`config.mk`:
```
export PLATFORM = sky130hd
export DESIGN_NAME = ni_packetizer
export DESIGN_NICKNAME = d
export VERILOG_FILES = /design/src/ni_flit_pkg.sv /design/src/ni_reg_pkg.sv /design/src/ni_credit_counter.sv /design/src/ni_flit_builder.sv /design/src/ni_packetizer.sv /design/src/ni_regs.sv /design/src/ni_send_fsm.sv
export VERILOG_INCLUDE_DIRS = /design/src
export SDC_FILE = /design/constraint.sdc
export NUM_CORES = 1
export LEC_CHECK = 0
export BUFFER_PORTS_ARGS = -buffer_cell sky130_fd_sc_hd__buf_4
export CAP_MARGIN = 20
export CORE_UTILIZATION = 54
export DETAILED_ROUTE_END_ITERATION = 8
export PLACE_DENSITY = 0.84
export SYNTH_ARGS = -nofsm -noshare
export SYNTH_HDL_FRONTEND = slang
export SYNTH_SLANG_ARGS = --single-unit
```
`constraint.sdc`:
```
create_clock -name clk -period 4.1 [get_ports clk]
set_input_delay 0.41 -clock clk [delete_from_list [all_inputs] [get_ports clk]]
set_output_delay 0.41 -clock clk [all_outputs]
set_load 0.05 [all_outputs]
```
`src/ni_defs.svh`:
```
`ifndef NI_DEFS_SVH
`define NI_DEFS_SVH

// data path and memory bus
`define NI_DW       32
`define NI_AW       32

// noc addressing
`define NI_EAW      8      // endpoint address
`define NI_CLASSW   2      // packet class

// largest packet is 2**NI_SIZEW - 1 words
`define NI_SIZEW    10

// flits the downstream buffer can hold
`define NI_BUF_DEPTH 4

`endif

```
`src/ni_flit_pkg.sv`:
```
`include "ni_defs.svh"

package ni_flit_pkg;

    // flit kind, sits on top of the payload
    typedef logic [1:0] flit_flag_t;

    localparam flit_flag_t FLAG_HDR  = 2'b10;
    localparam flit_flag_t FLAG_BODY = 2'b00;
    localparam flit_flag_t FLAG_TAIL = 2'b01;

    // header word layout
    typedef struct packed {
        logic [`NI_DW-`NI_CLASSW-2*`NI_EAW-1:0] zero;    // unused, sent as zeros
        logic [`NI_CLASSW-1:0]                  pck_class;
        logic [`NI_EAW-1:0]                     src;
        logic [`NI_EAW-1:0]                     dst;
    } hdr_fields_t;

    // one payload word, header fields or plain data
    typedef union packed {
        hdr_fields_t       hdr;
        logic [`NI_DW-1:0] data;
    } flit_payload_u;

    typedef struct packed {
        flit_flag_t    flag;
        flit_payload_u payload;
    } flit_t;

endpackage

```
`src/ni_reg_pkg.sv`:
```
package ni_reg_pkg;

    // word addresses on the slave port
    typedef logic [2:0] reg_addr_t;

    localparam reg_addr_t STATUS     = 3'd0;
    localparam reg_addr_t SEND_SIZE  = 3'd1;    // words
    localparam reg_addr_t SEND_START = 3'd2;    // byte address
    localparam reg_addr_t SEND_DEST  = 3'd3;
    localparam reg_addr_t SEND_CTRL  = 3'd4;    // any write starts a send
    localparam reg_addr_t ERRORS     = 3'd5;

    // class field sits above the destination in SEND_DEST
    localparam int DEST_CLASS_LSB = 8;

    // STATUS bits
    localparam int DONE_INT_EN = 0;
    localparam int ERR_INT_EN  = 1;
    localparam int DONE_ISR    = 2;    // write 1 to clear
    localparam int ERR_ISR     = 3;    // write 1 to clear, also drops error flags
    localparam int BUSY        = 4;    // read only

    // ERRORS bits
    localparam int SIZE_ERR    = 0;
    localparam int ILLEGAL_REQ = 1;

endpackage

```
`src/ni_credit_counter.sv`:
```
`include "ni_defs.svh"

module ni_credit_counter (
    input  logic clk,
    input  logic reset,
    input  logic wr_i,
    input  logic credit_i,
    output logic full_o
);
    localparam int CNTW = $clog2(`NI_BUF_DEPTH + 1);
    localparam logic [CNTW-1:0] DEPTH = `NI_BUF_DEPTH;

    logic [CNTW-1:0] count;    // flits held downstream

    always_ff @(posedge clk or posedge reset) begin
        if (reset) begin
            count <= '0;
        end else begin
            if (wr_i && !credit_i && count != DEPTH) begin
                count <= count + 1'b1;
            end else if (!wr_i && credit_i && count != '0) begin
                count <= count - 1'b1;
            end
        end
    end

    assign full_o = (count == DEPTH);

endmodule

```
`src/ni_flit_builder.sv`:
```
`include "ni_defs.svh"

module ni_flit_builder (
    input  logic                   clk,
    input  logic                   reset,
    input  logic                   capture_i,
    input  logic [`NI_DW-1:0]      m_dat_i,
    input  logic                   emit_i,
    input  logic                   emit_hdr_i,
    input  logic                   emit_tail_i,
    input  logic [`NI_EAW-1:0]     dest_i,
    input  logic [`NI_CLASSW-1:0]  class_i,
    input  logic [`NI_EAW-1:0]     current_e_addr_i,
    output ni_flit_pkg::flit_t     flit_out_o,
    output logic                   flit_out_wr_o
);
    import ni_flit_pkg::*;

    logic [`NI_DW-1:0] data_q;   // last word read from memory
    flit_payload_u     hdr_pl;
    flit_payload_u     body_pl;
    flit_t             flit_nx;

    always_comb begin
        hdr_pl               = '0;
        hdr_pl.hdr.dst       = dest_i;
        hdr_pl.hdr.src       = current_e_addr_i;
        hdr_pl.hdr.pck_class = class_i;
        body_pl.data         = data_q;

        flit_nx.flag    = FLAG_BODY;
        flit_nx.payload = body_pl;
        if (emit_hdr_i) begin
            flit_nx.flag    = FLAG_HDR;
            flit_nx.payload = hdr_pl;
        end else if (emit_tail_i) begin
            flit_nx.flag = FLAG_TAIL;   // tail still carries the last word
        end
    end

    always_ff @(posedge clk) begin
        if (capture_i) data_q <= m_dat_i;
        if (emit_i) flit_out_o <= flit_nx;
    end

    // write strobe one cycle after emit
    always_ff @(posedge clk or posedge reset) begin
        if (reset) begin
            flit_out_wr_o <= 1'b0;
        end else begin
            flit_out_wr_o <= emit_i;
        end
    end

endmodule

```
`src/ni_packetizer.sv`:
```
`include "ni_defs.svh"

module ni_packetizer (
    input  logic                   clk,
    input  logic                   reset,
    input  ni_reg_pkg::reg_addr_t  s_adr_i,
    input  logic [`NI_DW-1:0]      s_dat_i,
    input  logic                   s_we_i,
    input  logic                   s_stb_i,
    input  logic                   s_cyc_i,
    output logic [`NI_DW-1:0]      s_dat_o,
    output logic                   s_ack_o,
    output logic [`NI_AW-1:0]      m_adr_o,
    output logic [`NI_DW/8-1:0]    m_sel_o,
    output logic                   m_we_o,
    output logic                   m_cyc_o,
    output logic                   m_stb_o,
    input  logic [`NI_DW-1:0]      m_dat_i,
    input  logic                   m_ack_i,
    output ni_flit_pkg::flit_t     flit_out_o,
    output logic                   flit_out_wr_o,
    input  logic                   credit_in_i,
    input  logic [`NI_EAW-1:0]     current_e_addr_i,
    output logic                   irq_o
);
    logic                  start;
    logic [`NI_SIZEW-1:0]  size;
    logic [`NI_AW-1:0]     start_addr;
    logic [`NI_EAW-1:0]    dest;
    logic [`NI_CLASSW-1:0] pck_class;
    logic                  busy;
    logic                  done;
    logic                  emit;
    logic                  emit_hdr;
    logic                  emit_tail;
    logic                  capture;
    logic                  full;

    ni_regs u_regs (
        .clk          (clk),
        .reset        (reset),
        .s_adr_i      (s_adr_i),
        .s_dat_i      (s_dat_i),
        .s_we_i       (s_we_i),
        .s_stb_i      (s_stb_i),
        .s_cyc_i      (s_cyc_i),
        .busy_i       (busy),
        .done_i       (done),
        .s_dat_o      (s_dat_o),
        .s_ack_o      (s_ack_o),
        .start_o      (start),
        .size_o       (size),
        .start_addr_o (start_addr),
        .dest_o       (dest),
        .class_o      (pck_class),
        .irq_o        (irq_o)
    );

    ni_send_fsm u_send_fsm (
        .clk          (clk),
        .reset        (reset),
        .start_i      (start),
        .size_i       (size),
        .start_addr_i (start_addr),
        .full_i       (full),
        .m_ack_i      (m_ack_i),
        .m_adr_o      (m_adr_o),
        .m_sel_o      (m_sel_o),
        .m_we_o       (m_we_o),
        .m_cyc_o      (m_cyc_o),
        .m_stb_o      (m_stb_o),
        .emit_o       (emit),
        .emit_hdr_o   (emit_hdr),
        .emit_tail_o  (emit_tail),
        .capture_o    (capture),
        .busy_o       (busy),
        .done_o       (done)
    );

    ni_credit_counter u_credit_counter (
        .clk      (clk),
        .reset    (reset),
        .wr_i     (emit),
        .credit_i (credit_in_i),
        .full_o   (full)
    );

    ni_flit_builder u_flit_builder (
        .clk              (clk),
        .reset            (reset),
        .capture_i        (capture),
        .m_dat_i          (m_dat_i),
        .emit_i           (emit),
        .emit_hdr_i       (emit_hdr),
        .emit_tail_i      (emit_tail),
        .dest_i           (dest),
        .class_i          (pck_class),
        .current_e_addr_i (current_e_addr_i),
        .flit_out_o       (flit_out_o),
        .flit_out_wr_o    (flit_out_wr_o)
    );

endmodule

```
`src/ni_regs.sv`:
```
`include "ni_defs.svh"

module ni_regs (
    input  logic                   clk,
    input  logic                   reset,
    input  ni_reg_pkg::reg_addr_t  s_adr_i,
    input  logic [`NI_DW-1:0]      s_dat_i,
    input  logic                   s_we_i,
    input  logic                   s_stb_i,
    input  logic                   s_cyc_i,
    input  logic                   busy_i,
    input  logic                   done_i,
    output logic [`NI_DW-1:0]      s_dat_o,
    output logic                   s_ack_o,
    output logic                   start_o,
    output logic [`NI_SIZEW-1:0]   size_o,
    output logic [`NI_AW-1:0]      start_addr_o,
    output logic [`NI_EAW-1:0]     dest_o,
    output logic [`NI_CLASSW-1:0]  class_o,
    output logic                   irq_o
);
    import ni_reg_pkg::*;

    logic wr_req;
    logic ctrl_wr;
    logic status_wr;
    logic err_clr;
    logic size_big;     // last size write had bits above the size field
    logic size_bad;
    logic set_size_err;
    logic set_illegal;
    logic done_int_en;
    logic err_int_en;
    logic done_isr;
    logic err_isr;
    logic size_err;
    logic illegal_req;

    assign wr_req    = s_stb_i & s_cyc_i & s_we_i & ~s_ack_o;   // one write per access
    assign ctrl_wr   = wr_req & (s_adr_i == SEND_CTRL);
    assign status_wr = wr_req & (s_adr_i == STATUS);
    assign err_clr   = status_wr & s_dat_i[ERR_ISR];

    assign size_bad     = (size_o == '0) | size_big;
    assign set_size_err = ctrl_wr & size_bad;
    assign set_illegal  = ctrl_wr & busy_i;

    // two cycle access, ack for one cycle
    always_ff @(posedge clk or posedge reset) begin
        if (reset) begin
            s_ack_o <= 1'b0;
        end else begin
            s_ack_o <= s_stb_i & s_cyc_i & ~s_ack_o;
        end
    end

    // send setup and start
    always_ff @(posedge clk or posedge reset) begin
        if (reset) begin
            start_o      <= 1'b0;
            size_o       <= '0;
            size_big     <= 1'b0;
            start_addr_o <= '0;
            dest_o       <= '0;
            class_o      <= '0;
        end else begin
            start_o <= ctrl_wr & ~size_bad & ~busy_i;
            if (wr_req) begin
                case (s_adr_i)
                    SEND_SIZE: begin
                        size_o   <= s_dat_i[`NI_SIZEW-1:0];
                        size_big <= |s_dat_i[`NI_DW-1:`NI_SIZEW];
                    end
                    SEND_START: start_addr_o <= s_dat_i[`NI_AW-1:0];
                    SEND_DEST: begin
                        dest_o  <= s_dat_i[`NI_EAW-1:0];
                        class_o <= s_dat_i[DEST_CLASS_LSB +: `NI_CLASSW];
                    end
                    default: begin
                    end
                endcase
            end
        end
    end

    // interrupt enables, flags and error flags
    always_ff @(posedge clk or posedge reset) begin
        if (reset) begin
            done_int_en <= 1'b0;
            err_int_en  <= 1'b0;
            done_isr    <= 1'b0;
            err_isr     <= 1'b0;
            size_err    <= 1'b0;
            illegal_req <= 1'b0;
        end else begin
            if (status_wr) begin
                done_int_en <= s_dat_i[DONE_INT_EN];
                err_int_en  <= s_dat_i[ERR_INT_EN];
            end
            if (done_i) begin
                done_isr <= 1'b1;           // a new packet end beats the clear
            end else if (status_wr && s_dat_i[DONE_ISR]) begin
                done_isr <= 1'b0;
            end
            if (set_size_err || set_illegal) begin
                err_isr <= 1'b1;
            end else if (err_clr) begin
                err_isr <= 1'b0;
            end
            if (set_size_err) begin
                size_err <= 1'b1;
            end else if (err_clr) begin
                size_err <= 1'b0;
            end
            if (set_illegal) begin
                illegal_req <= 1'b1;
            end else if (err_clr) begin
                illegal_req <= 1'b0;
            end
        end
    end

    // read mux
    always_comb begin
        s_dat_o = '0;
        case (s_adr_i)
            STATUS: begin
                s_dat_o[DONE_INT_EN] = done_int_en;
                s_dat_o[ERR_INT_EN]  = err_int_en;
                s_dat_o[DONE_ISR]    = done_isr;
                s_dat_o[ERR_ISR]     = err_isr;
                s_dat_o[BUSY]        = busy_i;
            end
            SEND_SIZE:  s_dat_o[`NI_SIZEW-1:0] = size_o;
            SEND_START: s_dat_o[`NI_AW-1:0]    = start_addr_o;
            SEND_DEST: begin
                s_dat_o[`NI_EAW-1:0]                   = dest_o;
                s_dat_o[DEST_CLASS_LSB +: `NI_CLASSW]  = class_o;
            end
            ERRORS: begin
                s_dat_o[SIZE_ERR]    = size_err;
                s_dat_o[ILLEGAL_REQ] = illegal_req;
            end
            default: s_dat_o = '0;      // SEND_CTRL reads back zero
        endcase
    end

    assign irq_o = (done_isr & done_int_en) | (err_isr & err_int_en);

endmodule

```
`src/ni_send_fsm.sv`:
```
`include "ni_defs.svh"

module ni_send_fsm (
    input  logic                    clk,
    input  logic                    reset,
    input  logic                    start_i,
    input  logic [`NI_SIZEW-1:0]    size_i,
    input  logic [`NI_AW-1:0]       start_addr_i,
    input  logic                    full_i,
    input  logic                    m_ack_i,
    output logic [`NI_AW-1:0]       m_adr_o,
    output logic [`NI_DW/8-1:0]     m_sel_o,
    output logic                    m_we_o,
    output logic                    m_cyc_o,
    output logic                    m_stb_o,
    output logic                    emit_o,
    output logic                    emit_hdr_o,
    output logic                    emit_tail_o,
    output logic                    capture_o,
    output logic                    busy_o,
    output logic                    done_o
);
    localparam logic [1:0] ST_IDLE = 2'd0;
    localparam logic [1:0] ST_HDR  = 2'd1;
    localparam logic [1:0] ST_READ = 2'd2;
    localparam logic [1:0] ST_EMIT = 2'd3;

    localparam logic [`NI_AW-1:0] WORD_BYTES = `NI_DW / 8;

    logic [1:0]           state;
    logic [1:0]           state_nx;
    logic [`NI_SIZEW-1:0] word_cnt;   // words still to emit
    logic [`NI_AW-1:0]    addr_q;
    logic                 last_word;

    assign last_word = (word_cnt == `NI_SIZEW'(1));

    always_comb begin
        state_nx    = state;
        emit_o      = 1'b0;
        emit_hdr_o  = 1'b0;
        emit_tail_o = 1'b0;
        done_o      = 1'b0;
        case (state)
            ST_IDLE: if (start_i) state_nx = ST_HDR;
            ST_HDR: if (!full_i) begin
                emit_o     = 1'b1;
                emit_hdr_o = 1'b1;
                state_nx   = ST_READ;
            end
            ST_READ: if (m_ack_i) state_nx = ST_EMIT;
            ST_EMIT: if (!full_i) begin           // hold here while credits are out
                emit_o = 1'b1;
                if (last_word) begin
                    emit_tail_o = 1'b1;
                    done_o      = 1'b1;
                    state_nx    = ST_IDLE;
                end else begin
                    state_nx = ST_READ;           // next word only after this one left
                end
            end
            default: state_nx = ST_IDLE;
        endcase
    end

    always_ff @(posedge clk or posedge reset) begin
        if (reset) begin
            state    <= ST_IDLE;
            word_cnt <= '0;
            addr_q   <= '0;
        end else begin
            state <= state_nx;
            if (state == ST_IDLE && start_i) begin
                word_cnt <= size_i;
                addr_q   <= start_addr_i;
            end else begin
                if (capture_o) addr_q <= addr_q + WORD_BYTES;
                if (emit_o && !emit_hdr_o) word_cnt <= word_cnt - 1'b1;
            end
        end
    end

    // single read per word, drops the cycle after ack
    assign m_cyc_o   = (state == ST_READ);
    assign m_stb_o   = m_cyc_o;
    assign m_we_o    = 1'b0;
    assign m_sel_o   = '1;
    assign m_adr_o   = addr_q;
    assign capture_o = m_cyc_o & m_ack_i;
    assign busy_o    = (state != ST_IDLE);

endmodule

```
==> impl_metrics.csv <==
group,metric,value,unit
critical_path,worstPathArrival,3.22,ns
critical_path,cp-end-kind,"flop",
logic_synthesis,yosysSeqAreaShare,58.9,%
critical_path,worstSetupPathType,"flop to flop",
logic_synthesis,ys_ff_latch,175,
sta,finClkSkew,0.0127,ns
clock_tree,h-tree-depth,4,
logic_synthesis,syn_inst,667,
logic_synthesis,synth_cell_types,51,
logic_synthesis,synth_area,0.00800,mm^2
drt,routed_wirelength,20600,um
power,p_leak,4.36,nW
sta,max_clock_freq,349,MHz
layout,final_cell_mix,"191 x buf_4, 109 x dfrtp_1, 78 x mux2_2",
logic_synthesis,synth_edf_count,66,
floorplanning,core,0.0145,mm^2
layout,antenna-diode-count,0,
placed_design,hpwl,14100,um
sta,whs,-0.00521,ns
clock_tree,cts_buffer_depth,2,
critical_path,path_cells,"or3b_2 -> and2_2 -> nand2b_1 -> fa_1 -> or3b_2 -> nand2_1 -> o21ai_0 -> a21oi_1",
critical_path,reg2reg_to,"u_credit_counter.count[2]$_DFFE_PP0P_",
floorplanning,die_y,124,um
logic_synthesis,synthFlopType,"dfrtp_1",
layout,area_growth,26.5,%
sta,finalCritPeriodShare,70.0,%
floorplanning,die_w,124,um
sta,slew_headroom,35.8,%
critical_path,r2r_start,"u_credit_counter.count[2]$_DFFE_PP0P_",
clock_tree,hold_buffers,0,
logic_synthesis,ys_async_sr_fraction,62.3,%
critical_path,cp_common_cell,"or3b_2",
clock_tree,cts_tree,"built",
logic_synthesis,ys_warn_count,0,
critical_path,worstPathRequired,4.45,ns
drt,wl_per_cell,19.9,um
floorplanning,row_count,44,
logic_synthesis,synth_top_area_share,34.1,%
drt,ant_nets,0,
clock_tree,clk_latency,0.43,ns
power,power,6.32,mW
clock_tree,cts.sinks,175,
clock_tree,post_cts.repair.setup_buffers,0,
floorplanning,initial_utilization,55.3,%
critical_path,cp_slowest_cell,"and2_2",
grt,grt_pass1_vias,6111,
sta,slew_violations,0,
sta,hold_viol,1,
clock_tree,cts-root-buf,"clkbuf_16",
drt,drtPass1Iterations,5,
grt,grt_overflow,0,
layout,mostFrequentLayoutCell,"buf_4",
critical_path,r2r_slack,1.23,ns
power,peakVddDrop,0.311,mV
run,drv_cap,0,
clock_tree,cts_buffers,17,
drt,num_vias,6379,
critical_path,ff2ff_path_depth,8,
logic_synthesis,synth_largest_area_cell,"dfrtp_1",
logic_synthesis,syn_area_per_cell,12.0,um^2
clock_tree,cts_resized,0,
power,powerDensity,625,mW/mm^2
run_status,status,"complete, but fails checks",
sta,fin_crit,2.87,ns
placed_design,io_buffers,184,
critical_path,path_max_fanout,39,
layout,multiInputGateArea,0.00309,mm^2
drt,route.detailed.drc,0,
layout,drive_gt1_share,37.1,%
drt,drt-initial-drc-count,515,
floorplanning,dieArea,0.0153,mm^2
grt,grt_antenna_before_repair,0,
layout,ff_latch_area,0.00471,mm^2
worst_hold_path,hold_class,"input port to asynchronous set/reset pin",
sta,worst_pin_slew,0.960,ns
sta,setup-violations-final,0,
critical_path,startpoint_type,"flop",
sta,final.setup.tns,0,ns
logic_synthesis,synth_area_leaders,"dfrtp_1 34%, edfxtp_1 25%, mux2_2 11%",
placed_design,gp_congestion,0.912,
layout,nFillCells,1010,
sta,rsz0062_at_grt,"false",
drt,routed_via_density,6.16,
grt,grt_first_pass_wirelength,31500,um
critical_path,cpPeakStageDelay,0.76,ns
floorplanning,ioPinCount,190,
clock_tree,path_clk_slew,0.07,ns
grt,track_usage,27.5,%
run_status,violations,"hold timing",
grt,grt_max_degree,88,
layout,nets,925,
Yosys cell counts, types with 11 or more instances:
cell type and instances:
a21oi_1 13, a22oi_1 11, and2_1 29, clkbuf_1 26, dfrtp_1 109, edfxtp_1 66
mux2_2 78, nand2_1 73, nand3_1 23, nor2_1 29, nor2b_1 24, nor4_1 14
o211ai_1 15, o21ai_0 25, o311ai_0 11
final cells by class:
class                      instances  share of cell area [%]
sequential                       175                    46.5
multi-input combinational        444                    30.5
timing repair buffer             192                    14.4
clock buffer                      17                    4.20
tap                              184                    2.28
clock inverter                    15                    1.67
inverter                           9                   0.359
report_power, final:
part	leakage (nW)	switching [mW]	internal, mW
sequential	1.99	0.303	2.33
combinational	2.09	1.38	0.696
clock	0.280	0.747	0.867
stage by stage:
stage | utilization [%] | setup WS (ns) | std cells | cell area, um^2
6_report | 69.9 | 1.23 | 1036 | 10100
5_1_grt | 69.9 | 1.03 | 1036 | 10100
4_1_cts | 69.7 | 1.23 | 1035 | 10100
3_5_place_dp | 65.6 | 1.28 | 1003 | 9500
3_3_place_gp | 65.6 | 1.43 | 1003 | 9500
2_1_floorplan | - | 0.816 | 670 | 8010
layer usage:
metal / vias to the layer above / wire (um) / global-route usage (%)
met5: - / 0 / 0
met4: 0 / 497 / 9.11
met3: 52 / 1680 / 6.59
met2: 363 / 10200 / 45.0
met1: 3158 / 8200 / 35.9
li1: 2806 / - / -
critical path, delay by kind of cell, from the launching register on:
family,cells,cell delay (ns)
AOI/OAI and AO/OA,2,0.20
adders and majority gates,1,0.43
DFF,1,0.43
and+or+nand+nor,5,1.72
state kept, by name (all words and copies together) (netlist names), 2 cells and up:
name,count
u_send_fsm.word_cnt,10
u_flit_builder.body_pl,32
u_regs.start_addr_o,32
u_regs.class_o,2
u_send_fsm.m_adr_o,32
u_regs.size_o,10
u_credit_counter.count,3
u_flit_builder.flit_out_o,34
u_regs.dest_o,8
u_send_fsm.state,2
worst max-delay path by stage:
stage,slack [ns],start,end
floorplan,0.82,reset,u_credit_counter.count[0]$_DFFE_PP0P_
global placement,1.43,u_credit_counter.count[2]$_DFFE_PP0P_,u_credit_counter.count[2]$_DFFE_PP0P_
detailed placement,1.28,u_credit_counter.count[2]$_DFFE_PP0P_,u_credit_counter.count[2]$_DFFE_PP0P_
CTS,1.23,u_credit_counter.count[2]$_DFFE_PP0P_,u_credit_counter.count[2]$_DFFE_PP0P_
global route,1.03,u_credit_counter.count[0]$_DFFE_PP0P_,u_credit_counter.count[2]$_DFFE_PP0P_
finish,1.23,u_credit_counter.count[2]$_DFFE_PP0P_,u_credit_counter.count[2]$_DFFE_PP0P_
cells by family (layout without fill, tap and decap cells):
group           count (synthesis)  after routing  share of synthesized area, %
compound gates                105            105                          9.10
simple gates                  245            245                          16.0
flops                         175            175                          58.9
xor+xnor                        1              1                         0.109
mux                            84             84                          12.2
buf+inv                        51            233                          2.92
other cells                     2              5                        0.0939
fa+ha+maj                       4              4                         0.719
No activity file was read; power rests on OpenSTA's default activity.
